[src/common/matvec_pkg.sv]
package matvec_pkg;

    // Array geometry
    localparam int NUM_CORES = 8;
    localparam int MAT_DEPTH = 128;
    localparam int WORD_W    = 32;

    // Cycles between the last accumulate issue and the first output cycle
    localparam int DRAIN_CYC = 2;

    typedef logic [WORD_W-1:0]              word_t;
    typedef logic [$clog2(MAT_DEPTH)-1:0]   col_addr_t;
    typedef logic [$clog2(NUM_CORES)-1:0]   core_sel_t;
    typedef logic [$clog2(MAT_DEPTH):0]     run_len_t;   // Holds 1 to 128

    // Matrix write beat
    // data[0] goes to addr and data[1] to addr + 1
    typedef struct packed {
        core_sel_t   core_sel;
        col_addr_t   addr;
        word_t [1:0] data;
    } mat_beat_t;

    // Source vector write
    typedef struct packed {
        col_addr_t addr;
        word_t     data;
    } vec_wr_t;

    // Broadcast from the sequencer to every core
    typedef struct packed {
        logic init;
        logic exec;
        logic out_period;
        logic update;
    } core_ctrl_t;

endpackage

[src/hdl/vector_store.sv]
`timescale 1ns/10ps

module vector_store (
    input  logic                  clk,
    input  logic                  wr_en,
    input  matvec_pkg::vec_wr_t   wr,
    input  logic                  rd_en,
    input  matvec_pkg::col_addr_t rd_addr,
    output matvec_pkg::word_t     rd_data
);
    import matvec_pkg::*;

    word_t vec_mem [MAT_DEPTH];

    always_ff @(posedge clk) begin
        if (wr_en) begin
            vec_mem[wr.addr] <= wr.data;
        end
    end

    // Registered read lines up with the core row read
    always_ff @(posedge clk) begin
        if (rd_en) begin
            rd_data <= vec_mem[rd_addr];
        end
    end

endmodule

[config.mk]
export PLATFORM = sky130hd
export DESIGN_NAME = vector_store
export DESIGN_NICKNAME = d
export VERILOG_FILES = /design/src/common/matvec_pkg.sv /design/src/hdl/vector_store.sv
export SDC_FILE = /design/constraint.sdc
export NUM_CORES = 2
export LEC_CHECK = 0
export BUFFER_PORTS_ARGS = -buffer_cell sky130_fd_sc_hd__buf_4
export CELL_PAD_IN_SITES_DETAIL_PLACEMENT = 2
export CELL_PAD_IN_SITES_GLOBAL_PLACEMENT = 2
export CORE_AREA = 4 4 595 597
export DETAILED_ROUTE_END_ITERATION = 16
export DIE_AREA = 0 0 599 601
export GPL_TIMING_DRIVEN = 0
export HOLD_SLACK_MARGIN = 0.08
export MAX_ROUTING_LAYER = met4
export PLACE_DENSITY_LB_ADDON = 0.1
export SETUP_SLACK_MARGIN = 0.4
export SLEW_MARGIN = 10
export SYNTH_ARGS = -nofsm -noshare
export SYNTH_HDL_FRONTEND = slang
export SYNTH_SLANG_ARGS = --single-unit
export TNS_END_PERCENT = 100
[constraint.sdc]
create_clock -name clk -period 3.5 [get_ports clk]
set_input_delay 0.525 -clock clk [delete_from_list [all_inputs] [get_ports clk]]
set_output_delay 0.525 -clock clk [all_outputs]
set_load 0.02 [all_outputs]
[Yosys cells after proc, flatten, opt, wreduce, memory -nomap -nowiden]
Memories as Yosys holds them, arrays and structs flattened. A register that Yosys moved wholly into a read port is not among the register bits.
Cells that the tools add are included.
Storage, ports and cells
  bits in registers: 0
  memory bits (writable): 4096
  input port bits: 49
  word-level logic and storage cells: 3
  memories kept: 1
Operators by class
  mux-type cells: 2
Memories
  vec_mem: depth 128, width 32, rd ports 1, clocked after Yosys merged registers in 1, write ports 1, line vector_store.sv:13  | word_t vec_mem [MAT_DEPTH];
Operators with widths (count)
  2-to-1 mux 1 bit: 2

[Logic depth before layout (Yosys ltp)]
  word-level depth: 2
  gate-level depth with buffers: 8
  mapped depth without buffers: 4

[Worst setup path before layout]
OpenSTA, ideal clock, no wires.
  kind: input -> register
  start: in wr_en
  end: mem vec_mem[98][0] in the netlist's numbering (enable)
  setup time: 461 ps
  arrival: 3303 ps
  required time: 3039 ps
  path slack: -264 ps
  cell stages on the path: 3
  path buffers: 1
  cell sequence: clkbuf_1 nand4_1 nor3_1
On the way
  longest elaborated chain between the ends: 2
RTL lines
  from (decl): line vector_store.sv:5  | input logic wr_en,
  2-to-1 mux 1 bit: line vector_store.sv:16  | if (wr_en) begin
  2-to-1 mux 1 bit (implied by the code): line vector_store.sv:17  | vec_mem[wr.addr] <= wr.data;
  to (decl): line vector_store.sv:13
No other way between the ends.

[Worst setup path in the final report]
  start: in wr[35] in the netlist's numbering
  end: mem vec_mem[78][13] in the netlist's numbering (enable)
RTL lines
  from (decl): line vector_store.sv:6  | input matvec_pkg::vec_wr_t wr,
No word-level cell before the write port.

==> results.ini <==
[synth]
yosysSeqAreaShare_pct = 79.16
avgSynthCellArea_um2 = 26.14
netlist_area_mm2 = 0.1566
ys_warn_count = 0
synth_top_flop_cell = edfxtp_1
synth_common_cells = 4128 x edfxtp_1, 1344 x mux4_2, 182 x clkbuf_1
yosys.cell_count.top_type = edfxtp_1
synthTopCellsByArea = edfxtp_1 79%, mux4_2 19%, clkbuf_1 0.44%
synth_edf_count = 4128
synth.distinct_cells = 16
async_reset_ff_share_pct = 0
netlist_instances = 5990
synth_area_leader_cell = edfxtp_1
syn-num-nets = 6039
ys_ff_latch = 4128
netlist.area_leader.share_pct = 79.16

[global_routing]
grt_antenna_before_repair = 82
grt_start_max_net_pins = 129
grt_pass1_wl_um = 690800
grtUsageTotal_pct = 28.65
grt-ovfl-total = 0
grt_pass1_vias = 78070

[die]
die_x_um = 599
ioPinCount = 81
num_rows = 217
dieArea_mm2 = 0.3600
core_area_mm2 = 0.3486
die_height_um = 601
start_util_pct = 44.92

[clock_tree]
h-tree-depth = 5
path_clk_slew_ps = 60
clockBufferDepth = 4
insertion_delay_ps = 980
cts_tree = yes
clock-sinks = 4128
cts_root_buf = clkbuf_16
cts_buffers = 433

[critical_path]
critPathMaxStageDelay_ps = 1000
worstPathCellList = buf_4 > nor2b_1 > nand3_1 > nor3_4 > buf_8
start_kind = input port
ff2ff_path_depth = 4
cp_max_fo = 12
crit_required_ps = 4140
endpoint_kind = flop
path_class = in2reg
slowest_stage = nor3_4
worstPathArrival_ps = 3940

[worst_hold_path]
min_path_cells = 1
hold_class = in2reg

[sta]
fin_worst_skew_ps = 52.21
rsz0062_at_grt = false
hold_viol_final = 0
setup-tns-final_ps = 0
relSlewSlack_pct = 12.24
finalCritPeriodShare_pct = 94.25
hold_slack_ps = 196.4
max_freq_mhz = 303.1
tightestPinTransition_ps = 1316
setup_viol = 0
slew_violations = 0
fin_crit_ps = 3299

[detailed_routing]
initialDrtViolationCount = 11150
drc = 0
antenna_left = 0
firstDrtPassIters = 5
drt-vias-per-instance = 6.318
wl_per_cell_um = 42.82
totalWireLength_um = 508400
via_count = 75000

[finish]
area_growth_pct = 17.50
final_util_pct = 52.78
layout-drive-gt1-share_pct = 37.12
fin_cells = 11870
layout.nets = 6820

[power]
leakagePower_nw = 56.65
power_density_mw_per_mm2 = 579.9
power_mw = 106.7
irDropWorstVdd_mv = 0.5673

[placed_design]
dp_hpwl_um = 327700
port_buffers = 69
gp_congestion = 0.9068
placed_cells = 10840

[run_status]
status = completed

[flow_run]
drv_cap = 0

==> power breakdown <==
part	internal [mW]	total, mW	switching [mW]
registers	54.6	54.7	0.0829
logic	2.22	6.29	4.07
clock network	25.8	45.7	19.8
total	82.7	107	24.0
==> per-stage QoR <==
step	instance area [µm²]	setup slack (ps)
floorplan	156900	-263.6
global placement	163200	-4258
detailed placement	168100	-2125
CTS	182500	344.5
global route	184000	317.6
finish	184000	201.1
==> worst paths after layout <==
kind | start | end | slack [ps]
max | wr[35] | vec_mem[78][13] | 200
min | wr[4] | vec_mem[0][4] | 200
max reg2reg | vec_mem[23][11] | rd_data[11] | 530
min reg2reg | vec_mem[68][8] | rd_data[8] | 1240
==> critical path: cells and delay by family <==
kind | cells | cell delay, ps
simple gates | 3 | 2900
buf+inv | 2 | 470
==> cell families (layout without fill, tap and decap cells) <==
| family | Yosys count | after routing | synth area share [%] |
|---|---|---|---|
| other cells | 0 | 139 | 0 |
| mux | 1376 | 1376 | 19.56 |
| flops | 4128 | 4128 | 79.16 |
| buf+inv | 316 | 1459 | 0.8373 |
| simple gates | 170 | 170 | 0.4450 |
==> layer usage <==
metal  wire [µm]  vias up  global-route usage, %
met1      201200    42190                  39.59
met5           0        -                      -
met3       42960      640                  5.366
met2      248300     3928                  44.05
li1            -    28250                      -
met4       15940        0                  8.171
==> layout by cell type, fill, tap and decap left out, drive strengths merged, types with 3 or more instances in the layout <==
cell type    count
buf            450
bufinv          39
clkbuf         728
clkinv         198
clkinvlp         7
diode          139
dlygate4sd3     25
edfxtp        4128
inv             10
mux2            32
mux4          1344
nand2           14
nand3           12
nand4            3
nor2           122
nor2b            7
nor3             9
==> cell type report <==
class / instances / area, µm²
antenna: 139 / 347.8
buffer: 316 / 2140
clock buffer: 543 / 11400
clock inverter: 254 / 2236
fill: 28890 / 164600
multi-input combinational: 1546 / 32320
sequential: 4128 / 124000
tap: 4599 / 5754
timing repair buffer: 346 / 5843
==> state kept, by name (all words and copies together), names as in the netlist <==
register / count
rd_data: 32
vec_mem: 4096
==> timing repair <==
action / CTS / global route
pin swaps: 3 / 21
setup buffers: 9 / 48
hold buffers: 12 / 13
endpoints found under the hold margin: 594 / 311
endpoints found under the setup margin: 104 / 608
gates resized for setup: 183 / 24
cloned: 1 / 0
No activity file was read; power rests on OpenSTA's default activity.
