### config.mk
export PLATFORM = sky130hd
export DESIGN_NAME = matrix_loader
export DESIGN_NICKNAME = d
export VERILOG_FILES = /design/src/common/matvec_pkg.sv /design/src/hdl/matrix_loader.sv
export SDC_FILE = /design/constraint.sdc
export NUM_CORES = 1
export LEC_CHECK = 0
export CORE_AREA = 3 3 71 73
export CTS_BUF_LIST = sky130_fd_sc_hd__clkbuf_16
export DETAILED_ROUTE_END_ITERATION = 6
export DIE_AREA = 0 0 74 76
export DONT_BUFFER_PORTS = 1
export MAX_ROUTING_LAYER = met4
export PLACE_DENSITY = 0.74
export RECOVER_POWER = 100
export SLEW_MARGIN = 15
export SYNTH_ARGS = -nofsm -noshare
export SYNTH_HDL_FRONTEND = slang
export SYNTH_SLANG_ARGS = --single-unit
### constraint.sdc
create_clock -name clk -period 0.85 [get_ports clk]
set_clock_uncertainty 0.15 [all_clocks]
set_input_delay 0.0425 -clock clk [delete_from_list [all_inputs] [get_ports clk]]
set_output_delay 0.0425 -clock clk [all_outputs]
set_load 0.01 [all_outputs]
### src/common/matvec_pkg.sv
package matvec_pkg;

    // Array geometry
    localparam int NUM_CORES = 8;
    localparam int MAT_DEPTH = 128;
    localparam int WORD_W    = 32;

    // Cycles between the last accumulate issue and the first output cycle
    localparam int DRAIN_CYC = 2;

    typedef logic [WORD_W-1:0]              word_t;
    typedef logic [$clog2(MAT_DEPTH)-1:0]   col_addr_t;
    typedef logic [$clog2(NUM_CORES)-1:0]   core_sel_t;
    typedef logic [$clog2(MAT_DEPTH):0]     run_len_t;   // Holds 1 to 128

    // Matrix write beat
    // data[0] goes to addr and data[1] to addr + 1
    typedef struct packed {
        core_sel_t   core_sel;
        col_addr_t   addr;
        word_t [1:0] data;
    } mat_beat_t;

    // Source vector write
    typedef struct packed {
        col_addr_t addr;
        word_t     data;
    } vec_wr_t;

    // Broadcast from the sequencer to every core
    typedef struct packed {
        logic init;
        logic exec;
        logic out_period;
        logic update;
    } core_ctrl_t;

endpackage

### src/hdl/matrix_loader.sv
`timescale 1ns/10ps

module matrix_loader (
    input  logic                                clk,
    input  logic                                rst_n,
    input  logic                                mat_v,
    input  matvec_pkg::mat_beat_t               mat_beat,
    output logic [matvec_pkg::NUM_CORES-1:0]    core_wr_v,
    output matvec_pkg::col_addr_t               core_wr_addr,
    output matvec_pkg::word_t [1:0]             core_wr_data,
    output logic                                load_error
);
    import matvec_pkg::*;

    logic misaligned;

    // A pair must start on an even word
    assign misaligned = mat_beat.addr[0];

    // One-hot strobe toward the selected row only
    always_ff @(posedge clk or negedge rst_n) begin
        if (!rst_n) begin
            core_wr_v  <= '0;
            load_error <= 1'b0;
        end else begin
            core_wr_v <= '0;
            if (mat_v && !misaligned) begin
                core_wr_v[mat_beat.core_sel] <= 1'b1;
            end
            load_error <= mat_v && misaligned;
        end
    end

    // Shared by all cores
    always_ff @(posedge clk) begin
        if (mat_v) begin
            core_wr_addr <= mat_beat.addr;
            core_wr_data <= mat_beat.data;
        end
    end

endmodule

* After elaboration in Yosys (flattened, before gate mapping) *
Index checks and enable logic that the tools add are counted.

word-level totals
  input bits = 77
  flip-flop bits (word level) = 80
  logic and storage cells = 14
  output and inout port bits = 80

operators by class
  reductions and logical operators = 4
  order comparisons = 2
  muxes and demuxes = 3

operators by type and width
  cell                count
  $mux 8              1
  $lt 3x4->1 const B  1
  $demux 1 s3         1
  $ge 3x1->1 const B  1
  $logic_and 1x1->1   3
  $logic_not 1->1     1
  $mux 1              1

* Longest topological paths before layout *
Gate-level depths: netlist of the first run.

  word-level depth = 5
  mapped depth = 2
  mapped depth without buffers = 2

* Worst setup path after synthesis of the first run *
Ideal clock, no wire load.

  kind = in2reg
  start point = input port mat_beat[64] (netlist bit)
  end point = register core_wr_v[0] (netlist bit)
  stages = 2
  setup time = 80 ps
  data required time = 620 ps
  slack = 51 ps
  buffers on the path = 0
  arrival = 569 ps
  path through = or3b_1 nor3_2

between the ends
  longest elaborated chain between the ends = 3

ends and longest elaborated chain
  element                         RTL line             RTL
  start: declaration              matrix_loader.sv:7   input matvec_pkg::mat_beat_t mat_beat,
  $logic_not 1->1                 matrix_loader.sv:27  if (mat_v && !misaligned) begin
  $logic_and 1x1->1               matrix_loader.sv:27
  $mux 8                          matrix_loader.sv:27
  end signal: assignment          matrix_loader.sv:23  core_wr_v <= '0;
  end signal: assignment          matrix_loader.sv:26  core_wr_v <= '0;
  end signal: indexed assignment  matrix_loader.sv:28  core_wr_v[mat_beat.core_sel] <= 1'b1;
  end: declaration                matrix_loader.sv:8   output logic [matvec_pkg::NUM_CORES-1:0] core_wr_v,

No other way between the ends.
A chain may end at the register's enable or synchronous reset.

* Worst setup path after layout of the first run *
  start point = register core_wr_data[47] (netlist bit)
  end point = output port core_wr_data[47] (netlist bit)

RTL lines
  element                   RTL line             RTL
  start: declaration        matrix_loader.sv:10  output matvec_pkg::word_t [1:0] core_wr_data,
  start signal: assignment  matrix_loader.sv:38  core_wr_data <= mat_beat.data;

No word-level cell between the ends.

==> results.yml, run 1 <==
status:
  status: "finished, violations left"
  violations: "negative hold slack, negative setup slack"
sta:
  relSlewSlack: 0.743
  tightestPinTransition_ns: 0.385
  fin_hold_ws_ns: -0.330
  fmax_ghz: 1.04
  hold_viol: 89
  maxSlewViolCount: 0
  min_period_ns: 0.961
  rsz0062_at_grt: "yes"
  final.setup.worst_slack_ns: -0.111
  setup_viol: 80
  finalCritPeriodShare: 1.13
power:
  p_sw_frac: 0.186
  internal-power_uw: 7370
  p_clk_frac: 0.425
  powerDensity_nw_per_um2: 2560
  irDropWorstVdd_v: 0.00167
  switchingPower_uw: 1690
  finalPower_uw: 9060
  combinationalPowerShare: 0.035
  p_seq_frac: 0.540
  cellLeakagePower_uw: 0.00130
global_routing:
  grt_use_total: 0.201
  grt_pass1_vias: 1271
  grt_max_degree: 75
  antenna_found_initial: 0
  grt_pass1_wl_um: 7620
  grt.overflow.total: 0
worst_hold_path:
  hold_depth: 0
  holdPathEnd: "core_wr_addr[0]"
  hp-start: "mat_beat[64]"
  hp-class: "in2reg"
synth:
  synth.area.top_cells: "edfxtp_1, dfrtp_1, nor2_1"
  yosysTopAreaCellShare: 0.876
  synthCells: 94
  ys_ff_latch: 80
  synth.distinct_cells: 10
  syn-num-nets: 171
  synth_area_per_cell_um2: 25.9
  yosys.area.top_type: "edfxtp_1"
  yosysSeqAreaShare: 0.968
  yosys_warnings: 0
  synth_area_um2: 2430
clocking:
  cts_root_buffer: "clkbuf_16"
  path_clk_slew_ns: 0.06
  htree_levels: 3
  holdBufCountCts: 74
  cts_tree: "yes"
  clock_sinks: 80
  clk_path_buf_depth: 2
  numCtsBuffers: 9
die:
  dieWidth_um: 74
  initial_core_util: 0.552
  die_h_um: 76
  dieArea_um2: 5620
  io_pins: 157
  num_rows: 24
  design.core.area_um2: 4410
critical_path:
  startpoint_type: "flop"
  crit_type: "reg2out"
  required_ns: 0.66
  critical_path_peak_fanout: 1
  crit_path_end_kind: "output pin"
  cp.arrival_ns: 0.77
detailed_routing:
  vias: 1234
  drtAntennaViolNets: 0
  drc: 0
  drtIter0Drc: 53
  drt_first_pass_iters: 4
  postRouteWirelength_um: 5450
  wire_per_inst_um: 23.3
  via_per_inst: 5.27
placement:
  io_buffers: 0
  place_congestion: 0.706
  hpwl_um: 3160
  dp_slack_ns: -0.0175
run:
  cap_violations: 0
layout:
  drive_above_1_share: 0.0769
  diodes: 0
  area_growth_pct: 45.2
  final_net_count: 256
  fin_util: 0.801
[worst max-delay path by stage]
stage	from	to	slack, ns	depth (start not counted)
floorplan	mat_beat[64]	core_wr_v[0]	0.05	2
global placement	mat_beat[64]	core_wr_v[0]	0.04	2
detailed placement	mat_beat[64]	core_wr_v[4]	-0.02	2
CTS	core_wr_data[47]	core_wr_data[47]	-0.13	0
global route	core_wr_data[47]	core_wr_data[47]	-0.15	0
finish	core_wr_data[47]	core_wr_data[47]	-0.11	0
[cell type report]
type                    count  area, µm²
clock inverters             5       73.8
flip-flops and latches     80       2360
repair buffers             74        741
multi-input cells          14       72.6
fillers                   229        880
clock buffers               9        225
well taps                  52       65.1
[stage by stage]
stage	hold WS [ns]	std cells	instance area, µm²	TNS, ns
final	-0.330	234	3530	-6.94
after global routing	-0.345	234	3530	-8.87
after CTS	-0.339	234	3540	-7.55
after detailed placement	-0.403	146	2500	-0.0192
after global placement	-0.403	146	2500	0
after floorplan	-0.403	94	2430	0
[power groups by stage]
stage	combinational (µW)	sequential, µW	clock [µW]
floorplan	16.8	4910	0
global placement	18.3	4960	0
detailed placement	19.9	4970	0
CTS	309	4890	3850
global route	342	4920	4060
finish	318	4890	3850
[repair_timing]
item | CTS | global route
buffers inserted | 0 | 0
pin swaps | 0 | 0
endpoints found under the hold margin | 160 | 89
resized for setup | 0 | 2
setup endpoints to repair | 80 | 84
[synthesized netlist by cell type]
| cell | instances |
|---|---|
| and2_2 | 1 |
| dfrtp_1 | 9 |
| edfxtp_1 | 71 |
| nand2_1 | 1 |
| nand2b_1 | 2 |
| nand3b_1 | 1 |
| nor2_1 | 6 |
| nor3_1 | 1 |
| nor3_2 | 1 |
| or3b_1 | 1 |
[cell families after synthesis]
group	synth area share
and+or+nand+nor	0.0319
DFF	0.968
[sequential cells by signal, indices dropped and copies added, names as in the netlist]
name,cells
core_wr_addr,7
core_wr_v,8
core_wr_data,64
load_error,1
[layer usage]
metal  track usage  vias to the layer above  wire length (µm)
met2         0.342                       97              3030
met5             -                        -                 0
li1              -                      532                 -
met1         0.196                      594              1720
met3        0.0686                       11               571
met4         0.105                        0               119
[placed cells by master (no fill, tap or decap), drive strengths merged]
cell,netlist,layout
clkinv,0,3
nor3,2,2
edfxtp,71,71
dfrtp,9,9
or3b,1,1
and2,1,1
clkdlybuf4s25,0,2
nand2,1,1
clkbuf,0,9
bufinv,0,2
dlygate4sd3,0,72
nand3b,1,1
nand2b,2,2
nor2,6,6
No activity file was read; power rests on OpenSTA's default activity.
==> inputs of run 2 (changes only) <==
- clock period: 0.85 -> 1 ns (I/O delays scaled with it)
==> results.yml, run 2 (same netlist as run 1, synthesis figures left out) <==
layout:
  diodes: 0
  drive_above_1_share: 0.0703
  final_net_count: 257
  layout_commonest_cell: "dlygate4sd3_1"
  layout_common_cells: "dlygate4sd3_1, edfxtp_1, clkbuf_16, dfrtp_1, nor2_1"
  reg_top3: "core_wr_data x64, core_wr_v x8, core_wr_addr x7"
  final_cells: 237
  largest_reg_flops: 64
  top_register: "core_wr_data"
  area_growth_pct: 44.8
sta:
  rsz0062_at_grt: "yes"
  relSlewSlack: 0.746
  final.setup.worst_slack_ns: 0.0329
  setup_viol: 0
  fin_hold_ws_ns: -0.318
  hold_viol: 85
  maxSlewViolCount: 0
  min_period_ns: 0.967
  tightestPinTransition_ns: 0.380
  fmax_ghz: 1.03
  tns_ns: 0
  finalCritPeriodShare: 0.967
run:
  cap_violations: 0
clocking:
  cts_root_buffer: "clkbuf_16"
  clock_sinks: 80
  clk_path_buf_depth: 2
  cts_tree: "yes"
  holdBufCountCts: 75
  post_cts_resized: 0
  numCtsBuffers: 9
  path_clk_slew_ns: 0.06
  htree_levels: 3
critical_path:
  required_ns: 0.80
  crit_path_end_kind: "output pin"
  startpoint_type: "flop"
  cp.arrival_ns: 0.77
  critical_path_peak_fanout: 1
  crit_type: "reg2out"
detailed_routing:
  wire_per_inst_um: 22.7
  postRouteWirelength_um: 5370
  drc: 0
  drt_first_pass_iters: 4
  drtIter0Drc: 100
  drtAntennaViolNets: 0
  via_per_inst: 5.21
  vias: 1235
die:
  num_rows: 24
  initial_core_util: 0.552
  dieWidth_um: 74
  io_pins: 157
  design.core.area_um2: 4410
  dieArea_um2: 5620
  die_h_um: 76
global_routing:
  grt_pass1_vias: 1311
  grt_use_total: 0.194
  grt.overflow.total: 0
  antenna_found_initial: 0
  grt_pass1_wl_um: 7460
  grt_max_degree: 75
status:
  violations: "negative hold slack"
  status: "finished, violations left"
power:
  powerDensity_nw_per_um2: 2110
  cellLeakagePower_uw: 0.00130
  irDropWorstVdd_v: 0.00122
placement:
  dp_slack_ns: 0.124
  hpwl_um: 3150
  place_congestion: 0.703
  placed_cells: 146
  io_buffers: 0
worst_hold_path:
  hp-class: "in2reg"
## run 2: path summary, 6_finish.rpt
path	from	endpoint	slack, ns	cells past startpoint
max in group asynchronous	rst_n	load_error	0.49	1
worst min-delay path	mat_beat[64]	core_wr_addr[0]	-0.32	0
worst max-delay path	core_wr_data[27]	core_wr_data[27]	0.03	0
min in group asynchronous	rst_n	core_wr_v[4]	-0.06	1
## run 2: final cells by class
cell class | instances | area [µm²]
clock buffer | 9 | 225
clock inverter | 7 | 55.1
fill | 221 | 888
multi-input combinational | 14 | 72.6
sequential | 80 | 2360
tap | 52 | 65.1
timing repair buffer | 75 | 751
## run 2: layer usage
metal  global-route usage  wire length, µm  vias up
li1                     -                -      538
met1                0.197             1780      608
met2                0.336             3070       85
met3               0.0620              488        4
met4               0.0815               38        0
met5                    -                0        -
## run 2: power by group
group | switching (µW) | total [µW] | internal [µW] | leakage [µW]
combinational | 70.2 | 272 | 202 | 0.000336
sequential | 229 | 4160 | 3930 | 0.000819
clock | 1120 | 3000 | 1890 | 0.000147
## run 2: metrics by stage
step	utilization	power (µW)	instance area [µm²]
final	0.799	7430	3530
after CTS	0.800	7450	3530
after global placement	0.566	4230	2500
after floorplan	-	4190	2430
after global routing	0.799	7680	3530
after detailed placement	0.566	4240	2500
## run 2: repair_timing
action                     in CTS  in global routing
setup endpoints to repair       0                  1
hold endpoints to repair      160                 85
buffers inserted                0                  0
==> inputs of run 3 (changes only) <==
- CTS_BUF_LIST: sky130_fd_sc_hd__clkbuf_16 -> sky130_fd_sc_hd__clkbuf_8
- MAX_ROUTING_LAYER: met4 -> default
==> results.yml, run 3 (same netlist as run 1, synthesis figures left out) <==
layout:
  diodes: 0
  area_growth_pct: 40.6
  reg_top3: "core_wr_data x64, core_wr_v x8, core_wr_addr x7"
  layout_common_cells: "dlygate4sd3_1, edfxtp_1, clkbuf_8, dfrtp_1, nor2_1"
  largest_reg_flops: 64
  final_net_count: 257
  top_register: "core_wr_data"
  finalInstanceArea_um2: 3420
  final_cells: 237
  layout_commonest_cell: "dlygate4sd3_1"
  drive_above_1_share: 0.0703
  fin_util: 0.776
power:
  irDropWorstVdd_v: 0.00110
  finalPower_uw: 6530
  powerDensity_nw_per_um2: 1910
  cellLeakagePower_uw: 0.00125
global_routing:
  grt_max_degree: 75
  grt_pass1_vias: 1271
  grt.overflow.total: 0
  antenna_found_initial: 0
  grt_pass1_wl_um: 7230
  grt_use_total: 0.182
clocking:
  cts_tree: "yes"
  htree_levels: 3
  cts_root_buffer: "clkbuf_8"
  clock_sinks: 80
  holdBufCountCts: 75
  post_cts_resized: 0
  numCtsBuffers: 9
  cts_setup_buffers: 0
  path_clk_slew_ns: 0.07
  clk_path_buf_depth: 2
sta:
  min_period_ns: 0.995
  tightestPinTransition_ns: 0.390
  rsz0062_at_grt: "yes"
  fin_hold_ws_ns: -0.335
  maxSlewViolCount: 0
  hold_viol: 85
  relSlewSlack: 0.739
  finalCritPeriodShare: 0.995
  fmax_ghz: 1.00
  setup_viol: 0
die:
  dieArea_um2: 5620
  initial_core_util: 0.552
  design.core.area_um2: 4410
  dieWidth_um: 74
  num_rows: 24
  die_h_um: 76
  io_pins: 157
worst_hold_path:
  hp-class: "in2reg"
  hold_depth: 0
detailed_routing:
  drtAntennaViolNets: 0
  drt_first_pass_iters: 4
  drtIter0Drc: 68
  postRouteWirelength_um: 5210
  via_per_inst: 5.24
  drc: 0
  vias: 1242
  wire_per_inst_um: 22.0
placement:
  place_congestion: 0.696
  hpwl_um: 3150
  io_buffers: 0
  placed_area_um2: 2500
  placed_cells: 146
critical_path:
  required_ns: 0.80
  startpoint_type: "flop"
  crit_path_end_kind: "output pin"
  crit_type: "reg2out"
  critical_path_peak_fanout: 1
  cp.arrival_ns: 0.80
  path_depth: 0
status:
  status: "finished, violations left"
  violations: "negative hold slack"
run:
  cap_violations: 0
-- run 3: cell counts in the layout (fill, tap and decap cells not counted) --
No cell type changed its count.
-- run 3: final timing paths --
| path | start | endpoint | slack, ns |
|---|---|---|---|
| min | mat_beat[64] | core_wr_addr[0] | -0.34 |
| max | core_wr_data[40] | core_wr_data[40] | 0.005 |
| min in group asynchronous | rst_n | core_wr_v[2] | -0.08 |
| max in group asynchronous | rst_n | core_wr_v[4] | 0.50 |
-- run 3: report_power, final --
| part | internal (µW) | switching (µW) | total [µW] |
|---|---|---|---|
| logic | 202 | 68.7 | 271 |
| registers | 3920 | 227 | 4150 |
| clock network | 1110 | 999 | 2110 |
-- run 3: layer usage --
metal,vias to the layer above,part of all wire,GRT usage
met5,-,0,0
met4,0,0.017,0.0707
met3,9,0.12,0.0937
met2,97,0.54,0.320
met1,601,0.32,0.175
li1,535,-,-
-- run 3: cell type report --
class	count	area [µm²]
sequential	80	2360
tap	52	65.1
fill	227	990
clock inverter	7	55.1
multi-input combinational	14	72.6
clock buffer	9	124
timing repair buffer	75	751
-- run 3: per-stage QoR --
step	setup TNS, ns	setup slack [ns]
5_1_grt	-0.237	-0.0416
2_1_floorplan	0	0.194
3_3_place_gp	0	0.182
3_5_place_dp	0	0.124
4_1_cts	-0.0155	-0.0155
6_report	0	0.00496
-- run 3: repair_timing --
| item | CTS | global route |
|---|---|---|
| gates cloned | 0 | 0 |
| endpoints found under the hold margin | 160 | 85 |
| setup endpoints to repair | 1 | 30 |
