===== src/common/matvec_pkg.sv =====
package matvec_pkg;

    // Array geometry
    localparam int NUM_CORES = 8;
    localparam int MAT_DEPTH = 128;
    localparam int WORD_W    = 32;

    // Cycles between the last accumulate issue and the first output cycle
    localparam int DRAIN_CYC = 2;

    typedef logic [WORD_W-1:0]              word_t;
    typedef logic [$clog2(MAT_DEPTH)-1:0]   col_addr_t;
    typedef logic [$clog2(NUM_CORES)-1:0]   core_sel_t;
    typedef logic [$clog2(MAT_DEPTH):0]     run_len_t;   // Holds 1 to 128

    // Matrix write beat
    // data[0] goes to addr and data[1] to addr + 1
    typedef struct packed {
        core_sel_t   core_sel;
        col_addr_t   addr;
        word_t [1:0] data;
    } mat_beat_t;

    // Source vector write
    typedef struct packed {
        col_addr_t addr;
        word_t     data;
    } vec_wr_t;

    // Broadcast from the sequencer to every core
    typedef struct packed {
        logic init;
        logic exec;
        logic out_period;
        logic update;
    } core_ctrl_t;

endpackage


===== src/hdl/exec_sequencer.sv =====
`timescale 1ns/10ps

module exec_sequencer (
    input  logic                   clk,
    input  logic                   rst_n,
    input  logic                   start,
    input  matvec_pkg::run_len_t   length,
    output matvec_pkg::core_ctrl_t ctrl,
    output matvec_pkg::col_addr_t  col_addr,
    output logic                   busy,
    output logic                   result_valid
);
    import matvec_pkg::*;

    typedef enum logic [2:0] {
        ST_IDLE,
        ST_INIT,
        ST_EXEC,
        ST_DRAIN,
        ST_OUT
    } state_t;

    state_t    state;
    run_len_t  len_q;
    col_addr_t col_cnt;
    logic [1:0] drain_cnt;
    core_sel_t out_cnt;
    logic      last_col;

    assign last_col = ({1'b0, col_cnt} == len_q - 1'b1);

    always_ff @(posedge clk or negedge rst_n) begin
        if (!rst_n) begin
            state     <= ST_IDLE;
            len_q     <= '0;
            col_cnt   <= '0;
            drain_cnt <= '0;
            out_cnt   <= '0;
        end else begin
            case (state)
                ST_IDLE: begin
                    // Zero length would never finish
                    if (start && length != '0) begin
                        len_q <= length;
                        state <= ST_INIT;
                    end
                end
                ST_INIT: begin
                    col_cnt <= '0;
                    state   <= ST_EXEC;
                end
                ST_EXEC: begin
                    if (last_col) begin
                        drain_cnt <= '0;
                        state     <= ST_DRAIN;
                    end else begin
                        col_cnt <= col_cnt + 1'b1;
                    end
                end
                ST_DRAIN: begin   // Let the MAC pipeline empty
                    if (drain_cnt == 2'(DRAIN_CYC - 1)) begin
                        out_cnt <= '0;
                        state   <= ST_OUT;
                    end else begin
                        drain_cnt <= drain_cnt + 1'b1;
                    end
                end
                ST_OUT: begin
                    if (out_cnt == core_sel_t'(NUM_CORES - 1)) begin
                        state <= ST_IDLE;
                    end else begin
                        out_cnt <= out_cnt + 1'b1;
                    end
                end
                default: state <= ST_IDLE;
            endcase
        end
    end

    always_comb begin
        ctrl.init       = (state == ST_INIT);
        ctrl.exec       = (state == ST_EXEC);
        ctrl.out_period = (state == ST_OUT);
        ctrl.update     = (state == ST_OUT) && (out_cnt == '0);  // First output cycle only
    end

    assign col_addr     = col_cnt;
    assign busy         = (state != ST_IDLE);
    assign result_valid = (state == ST_OUT);

endmodule


===== config.mk =====
export PLATFORM = sky130hd
export DESIGN_NAME = exec_sequencer
export DESIGN_NICKNAME = d
export VERILOG_FILES = /design/src/common/matvec_pkg.sv /design/src/hdl/exec_sequencer.sv
export SDC_FILE = /design/constraint.sdc
export NUM_CORES = 1
export LEC_CHECK = 0
export BUFFER_PORTS_ARGS = -buffer_cell sky130_fd_sc_hd__buf_2
export CAP_MARGIN = 20
export CORE_UTILIZATION = 56
export CTS_BUF_LIST = sky130_fd_sc_hd__clkbuf_8
export DETAILED_ROUTE_END_ITERATION = 12
export GPL_TIMING_DRIVEN = 0
export PLACE_DENSITY = 0.79
export SETUP_SLACK_MARGIN = 0.2
export SYNTH_ARGS = -nofsm -noshare
export SYNTH_HDL_FRONTEND = slang
export SYNTH_SLANG_ARGS = --single-unit

===== constraint.sdc =====
create_clock -name clk -period 2.2 [get_ports clk]
set_input_delay 0.44 -clock clk [delete_from_list [all_inputs] [get_ports clk]]
set_output_delay 0.44 -clock clk [all_outputs]
set_load 0.01 [all_outputs]

# Word-level counts from Yosys, hierarchy flattened
# Cells that the tools add are included.
# classes
addsub	4
mul	0
n_div	0
magnitude_cmp	0
n_eq_ne	14
shift	0
mux	13
bitwise	0
reduce_logical	14
# op_table
cell	count
3-bit two-way mux	6
3-bit one-hot mux with 5 select lines	1
7-bit one-hot mux with 2 select lines	1
2-bit inequality test, second input constant	5
7-bit by 8-bit == test with 1-bit output	1
8-bit nonzero test	1
8-bit by 1-bit subtractor with 8-bit output, second input constant	1
7-bit by 1-bit adder with 7-bit output, second input constant	1
7-bit two-way mux	1
3-bit by 2-bit == test with 1-bit output, second input constant	2
3-bit == test, second input constant	2
3-bit logical NOT	2
3-bit one-hot mux with 2 select lines	1
3-bit AND reduction	2
2-bit nonzero test	3
2-bit two-way mux	2
2-bit by 1-bit inequality test with 1-bit output, second input constant	2
2-bit one-hot mux with 2 select lines	1
2-bit AND reduction	2
4-bit AND reduction	1
3-bit by 1-bit adder with 3-bit output, second input constant	1
3-bit by 1-bit == test with 1-bit output, second input constant	1
3-bit nonzero test	1
2-bit by 1-bit adder with 2-bit output, second input constant	1
2 further kinds	3
# word_totals
ff_bits	23
latch_bits	0
mem_bits_rw	0
mem_bits_ro	0
inputBits	11
out_inout_bits	13
wordCells	50
n_memories	0

# Depth between registers and ports, before layout
# Gate-level depths: netlist (run 1).
# logic_depth
word_depth	4
depth_mapped	8

# Least setup slack after synthesis (run 1)
# OpenSTA, ideal clock, no wires.
# synth_timing
path_kind	reg-to-reg
start	reg len_q[0]
end	reg col_cnt[6], in the netlist col_addr[6]
setup_time_ps	79
t_arrival_ps	1796
t_required_ps	2121
setup_slack_ps	325
stages_incl_launch_ff	8
path_buffers	0
path_cell_list	dfrtp_1 > inv_1 > ha_1 > nand2b_1 > a311oi_1 > a41oi_2 > o2111ai_2 > mux2i_1
# synth_between
elab_chain_cells	4
# synth_lines
element	line	text
start, declared	exec_sequencer.sv:24	run_len_t len_q;
start signal, assigned	exec_sequencer.sv:44	len_q <= length;
8-bit by 1-bit subtractor with 8-bit output	exec_sequencer.sv:30	assign last_col = ({1'b0, col_cnt} == len_q - 1'b1);
7-bit by 8-bit == test with 1-bit output	exec_sequencer.sv:30	
2-bit inequality test (no source line)	--	
2-bit AND reduction (no source line)	--	
end signal, assigned	exec_sequencer.sv:57	col_cnt <= col_cnt + 1'b1;
end, declared	exec_sequencer.sv:25	col_addr_t col_cnt;
# No other way between the ends.
# A chain may end at the register's enable or synchronous reset.

# Worst setup path after layout (run 1)
# layout_timing
start	reg len_q[0]
end	reg col_cnt[1], in the netlist col_addr[1]
# Same word-level chain as after synthesis.

==> key figures, run 1 <==
Floorplan
  • Die Wd: 52.6 um
  • Die extent in y: 52.6 um
  • Core Region: 2320 um2
  • Die footprint: 2760 um2
  • Starting Density: 0.618
  • # IOs: 24
  • Row count: 17

Timing
  • Setup TNS: 0 ns
  • Fin. max-slew vios: 0
  • Hold WS: 0.142 ns
  • Skew final: 0.00281 ns
  • Slew margin rel.: 0.640
  • Max Clock Freq: 500 MHz
  • Fin. Hold Viols: 0
  • RSZ-0062 raised after global routing: yes
  • Slew @ Worst Pin: 0.539 ns
  • Final setup fails: 0
  • Period utilization: 0.910
  • Post-route minimum period: 2.00 ns

Clock tree
  • CTS max path bufs: 2
  • CTS sink count: 23
  • Post-CTS Hold Fix Bufs: 0
  • CTS Root Cell: clkbuf_8
  • Clk_lat worst skew: 0.26 ns
  • TritonCTS Buffers: 3
  • H-tree levels: 1
  • Worst-path clk slew: 0.09 ns
  • CTS tree: yes

Layout
  • Finished Cell Area: 1730 um2
  • FILL cells: 164
  • Area grow syn2layout: 20.6%
  • Fin nets: 192
  • Share of cells above drive strength 1: 0.316
  • Inserted Diodes: 0

Logic synthesis
  • Most instantiated library cell after synthesis: dfrtp_1
  • Synth top area cells: dfrtp_1 40%, mux2_1 6.3%, ha_1 5.2%
  • Seq cells post-synth: 23
  • Post-synth top cells: 23 x dfrtp_1, 11 x nand2_1, 10 x inv_1, 10 x nor2_1
  • YS warnings: 0
  • Ys async rst share: 1.00
  • Post-synthesis xor/xnor area fraction: 0.0611
  • Yosys top cell area share: 0.402
  • Simple-gate share of the synthesized area: 0.225
  • Main combinational cell family by area after synthesis: simple AND/OR/NAND/NOR gates
  • Adder-Cell Fraction of Synth Area: 0.0524
  • Syn avg cell area: 9.88 um2
  • Multiplexer area fraction after synthesis: 0.113
  • Largest area contributor in the netlist: dfrtp_1
  • Post-synth EDFFs: 0
  • Compound-Gate Fraction of Synth Area: 0.102
  • Prevailing post-synth register cell: dfrtp_1
  • Mapped cell area: 1430 um2
  • Synth cell types: 43
  • Register area share after synthesis: 0.402
  • Syn_nets: 162
  • Syn Inst Count: 145

Detailed routing
  • First-pass DRT Iterations: 4
  • Post-route DRC: 0
  • Antenna Violating Nets Remaining: 0
  • DR WL met3: 101 um
  • Wire length on met1: 1.35 mm
  • Uppermost layer routed: met4
  • First DRT Iteration DRCs: 33
  • Routed length per placed instance: 15.7 um
  • Total length of routed wires: 3.17 mm
  • DR WL met2: 1.68 mm
  • Vias/cell: 5.91
  • Routed via count: 1194

Power
  • Pleak: 0.841 nW
  • Power, Total: 2.45 mW
  • Max rail drop VDD: 849 uV
  • P per Cell Area: 1420 nW/um2

Worst setup path
  • CP max stage cell: dfrtp_1
  • Startpoint types: flip-flop
  • CP Cell Sequence: buf_4 -> nor3_1 -> nand2_1 -> xnor2_1 -> nand4_4 -> o21ai_2 -> mux2i_1
  • Crit-path max cell delay: 0.40 ns
  • CP Capture Type: flip-flop
  • Critical Setup Path Class: flip-flop to flip-flop
  • Req. time, crit path: 2.39 ns
  • CP max FO: 7
  • Worst Path Arrival: 2.19 ns

GRT
  • Largest net degree at the start of global routing: 24
  • Vias in the first global route: 1079
  • Initial antenna violation count: 0
  • Total Routing Usage GR: 0.246
  • First-pass GRT wire length: 4.94 mm
  • GRT overflow: 0

Placed design
  • DP Wirelength: 2.09 mm
  • Port Buffers: 23
  • GPL Wtd Cong: 0.842
  • Cell Area, Placed: 1580 um2

Status
  • Status: finished, final reports clean

Job
  • Max-cap violations: 0

Worst hold path
  • Hold crit path type: input port to async pin
state kept, by name (all words and copies together) (netlist names):
register,count
len_q,8
col_addr,7
out_cnt,3
state,3
drain_cnt,2
cell type report:
type / instances / area, um2 / area share
multi-input cells: 107 / 875 / 0.506
well taps: 28 / 35.0 / 0.0203
clock inverters: 1 / 5.00 / 0.00290
plain buffers: 5 / 27.5 / 0.0159
inverters: 10 / 37.5 / 0.0217
repair buffers: 25 / 130 / 0.0753
clock buffers: 3 / 41.3 / 0.0239
flip-flops and latches: 23 / 577 / 0.334
layer usage:
metal / global-route usage / vias to the layer above
met5: 0 / -
met4: 0.0570 / 0
met3: 0.0406 / 6
met2: 0.424 / 34
met1: 0.320 / 588
li1: - / 566
report_power, final:
group	switching, mW	internal [mW]	total, mW
clock	0.144	0.126	0.270
sequential	0.224	0.593	0.817
combinational	0.753	0.611	1.36
path summary, 6_finish.rpt:
check | depth (start not counted) | to | from | slack (ns)
setup / recovery | 7 | col_addr[1] | len_q[0] | 0.20
hold / removal | 1 | out_cnt[1] | rst_n | 0.14
setup reg to reg | 7 | col_addr[1] | len_q[0] | 0.20
hold reg to reg | 1 | out_cnt[2] | out_cnt[2] | 0.54
max in group asynchronous | 1 | state[0] | rst_n | 1.68
min in group clk | 2 | len_q[7] | length[7] | 0.40
critical path: cells and delay by family (launching register included):
| kind | cells | cell delay [ns] |
|---|---|---|
| mux | 1 | 0.21 |
| flops | 1 | 0.40 |
| compound gates | 1 | 0.27 |
| xor+xnor | 1 | 0.36 |
| buf+inv | 1 | 0.16 |
| simple gates | 3 | 0.54 |
kinds of logic (layout without fill, tap and decap cells):
logic type,Yosys count,in the layout
xor gates and xnor gates,10,10
muxes,15,15
DFF,23,23
adders and majority gates,6,6
and+or+nand+nor,57,57
buffers and inverters,15,44
AOI/OAI and AO/OA,19,19
per-stage QoR:
step	util	worst slack, ns	instances
after floorplan	-	0.325	145
after global placement	0.683	0.128	196
final	0.745	0.198	202
after detailed placement	0.683	0.0652	196
after CTS	0.722	0.203	201
after global routing	0.745	0.0880	202
timing repair:
| action | 4_1_cts | 5_1_grt |
|---|---|---|
| resized for setup | 6 | 10 |
| setup buffers | 1 | 1 |
| hold endpoints to repair | 0 | 0 |
| endpoints found under the setup margin | 11 | 11 |
| pin swaps | 3 | 5 |
cell usage in the layout, fill, tap and decap left out, types with 3 or more instances in the layout:
master,count
buf_2,26
dfrtp_1,22
nand2_1,11
nor2_1,10
inv_1,8
mux2_1,8
xnor2_1,7
nor3_1,6
mux2i_1,6
nand2b_1,5
nand3_1,5
ha_1,5
o21ai_0,3
buf_4,3
clkbuf_8,3
No activity file was read; power rests on OpenSTA's default activity.
==> run 2, diff against run 1 <==
Clock period 2.2 ns to 2.5 ns, I/O delays scaled along.
==> run 2 against run 1 <==
  * Critical path depth grew 1
  * Worst setup slack gained 0.21 ns
  * Critical endpoint is now col_addr[6]
  * Via count shrank 2.5%
  * Critical path type unchanged
  * First-iteration DRC count shrank 12%
  * Count of clock-buffer cells in the layout is the same
==> key figures, run 2 (synthesis gave the netlist of run 1 again) <==
Detailed routing
  • Routed length per placed instance: 14.4 um (-8.1%)
  • Routed via count: 1164 (-2.5%)
  • Post-route DRC: 0 (unchanged)
  • Antenna Violating Nets Remaining: 0 (unchanged)
  • Vias/cell: 5.82 (-1.5%)
  • Total length of routed wires: 2.88 mm (-9.0%)
  • First DRT Iteration DRCs: 29 (-12%)
  • First-pass DRT Iterations: 4 (unchanged)

Floorplan
  • # IOs: 24 (unchanged)
  • Die Wd: 52.6 um (unchanged)
  • Die footprint: 2760 um2 (unchanged)
  • Die extent in y: 52.6 um (unchanged)
  • Starting Density: 0.618 (unchanged)
  • Row count: 17 (unchanged)
  • Core Region: 2320 um2 (unchanged)

Layout
  • Inserted Diodes: 0 (unchanged)
  • Area grow syn2layout: 15.5%
  • Commonest non-fill, non-tap cell in the layout: buf_2
  • Share of cells above drive strength 1: 0.256 (-0.0603)
  • Fin nets: 190 (-1.0%)
  • Largest reg by FF count: len_q
  • Largest register FFs: 8 (unchanged)
  • Most frequent cells in the layout: 26 x buf_2, 23 x dfrtp_1, 11 x nand2_1, 10 x inv_1, 10 x nor2_1

Timing
  • Slew @ Worst Pin: 0.518 ns (-0.0204 ns)
  • RSZ-0062 raised after global routing: no
  • Skew final: 0.00527 ns (+0.00247 ns)
  • Final setup fails: 0 (unchanged)
  • Fin. Hold Viols: 0 (unchanged)
  • Post-route minimum period: 2.09 ns (+0.0863 ns)
  • Max Clock Freq: 479 MHz (-4.1%)
  • Slew margin rel.: 0.654 (+0.0148)
  • Setup TNS: 0 ns (unchanged)
  • Hold WS: 0.202 ns (+0.0597 ns)
  • Period utilization: 0.835 (-0.0747)
  • Fin. max-slew vios: 0 (unchanged)

Power
  • Max rail drop VDD: 745 uV (-12%)
  • P per Cell Area: 1200 nW/um2 (-15%)
  • Pleak: 0.815 nW (-3.0%)
  • Power, Total: 1.99 mW (-19%)

Clock tree
  • TritonCTS Buffers: 3 (unchanged)
  • H-tree levels: 1 (unchanged)
  • Post-CTS Hold Fix Bufs: 0 (unchanged)
  • CTS tree: yes
  • Clk_lat worst skew: 0.26 ns (about the same)
  • Worst-path clk slew: 0.09 ns (about the same)
  • CTS max path bufs: 2 (unchanged)
  • CTS Root Cell: clkbuf_8
  • CTS sink count: 23 (unchanged)

Job
  • Max-cap violations: 0 (unchanged)

Worst setup path
  • CP Capture Type: flip-flop
  • Critical Setup Path Class: flip-flop to flip-flop
  • Startpoint types: flip-flop
  • CP max FO: 7 (unchanged)
  • Worst Setup SP: len_q[0]
  • Reg2Reg Depth: 8 (+1)
  • Req. time, crit path: 2.69 ns (+0.30 ns)
  • Critical path destination: col_addr[6]
  • Worst R2R End: col_addr[6]
  • Worst Path Arrival: 2.28 ns (+0.09 ns)
  • R2r setup slk: 0.41 ns (+0.21 ns)
  • Reg-to-reg critical path startpoint: len_q[0]

GRT
  • GRT overflow: 0 (unchanged)
  • Initial antenna violation count: 0 (unchanged)
  • First-pass GRT wire length: 4.74 mm (-4.0%)
  • Total Routing Usage GR: 0.236 (-0.0105)
  • Vias in the first global route: 1074 (-0.46%)
  • Largest net degree at the start of global routing: 24 (unchanged)

Placed design
  • GPL Wtd Cong: 0.842 (unchanged)
  • DP Wirelength: 2.09 mm (unchanged)
  • Port Buffers: 23 (unchanged)

Worst hold path
  • Hold crit path type: input port to async pin

Status
  • Status: finished, final reports clean
[run 2: worst min path at each step]
stage                     start           to  slack [ns]  cells after the start
after floorplan           rst_n  col_addr[0]        0.20                      0
after global placement    rst_n   out_cnt[1]        0.49                      1
after detailed placement  rst_n   out_cnt[1]        0.51                      1
after CTS                 rst_n     state[1]        0.22                      1
after global routing      rst_n     state[0]        0.24                      1
final                     rst_n     len_q[6]        0.20                      1
[run 2: routing by layer]
layer | up-vias | wire length, um | track usage | part of all wire
met4 | 0 | 65 | 0.0789 | 0.023
met2 | 39 | 1450 | 0.397 | 0.50
li1 | 566 | - | - | -
met3 | 8 | 104 | 0.0377 | 0.036
met1 | 551 | 1270 | 0.305 | 0.44
met5 | - | 0 | 0 | 0
[run 2: power by group]
part           leakage [nW]  internal [mW]  total [mW]  switching (mW)
clock network        0.0255          0.111       0.232           0.121
logic                 0.500          0.459        1.05           0.594
registers             0.290          0.521       0.703           0.182
[run 2: area by class of cell]
class / instances / area, um2
Buffer: 5 / 26.3
Clock buffer: 3 / 41.3
Clock inverter: 1 / 5.00
Fill cell: 178 / 664
Inverter: 10 / 37.5
Multi-Input combinational cell: 107 / 818
Sequential cell: 23 / 576
Tap cell: 28 / 35.0
Timing Repair Buffer: 23 / 115
[run 2: critical path, cell delays in order, from the launching register on]
cell	delay (ns)
dfrtp_1	0.44
inv_1	0.11
ha_2	0.27
nand2b_1	0.17
a21oi_1	0.09
a311oi_2	0.35
a41oi_4	0.12
o2111ai_2	0.27
mux2i_1	0.20
[run 2: metrics by stage]
stage / setup slack, ns / instances / utilization / instance area, um2
2_1_floorplan: 0.616 / 145 / - / 1430
3_3_place_gp: 0.368 / 196 / 0.683 / 1580
3_5_place_dp: 0.331 / 196 / 0.683 / 1580
4_1_cts: 0.269 / 200 / 0.703 / 1630
5_1_grt: 0.262 / 200 / 0.713 / 1650
6_report: 0.412 / 200 / 0.713 / 1650
[run 2: timing repair]
action,4_1_cts,5_1_grt
setup endpoints to repair,0,8
setup buffers,0,0
gates resized for setup,0,4
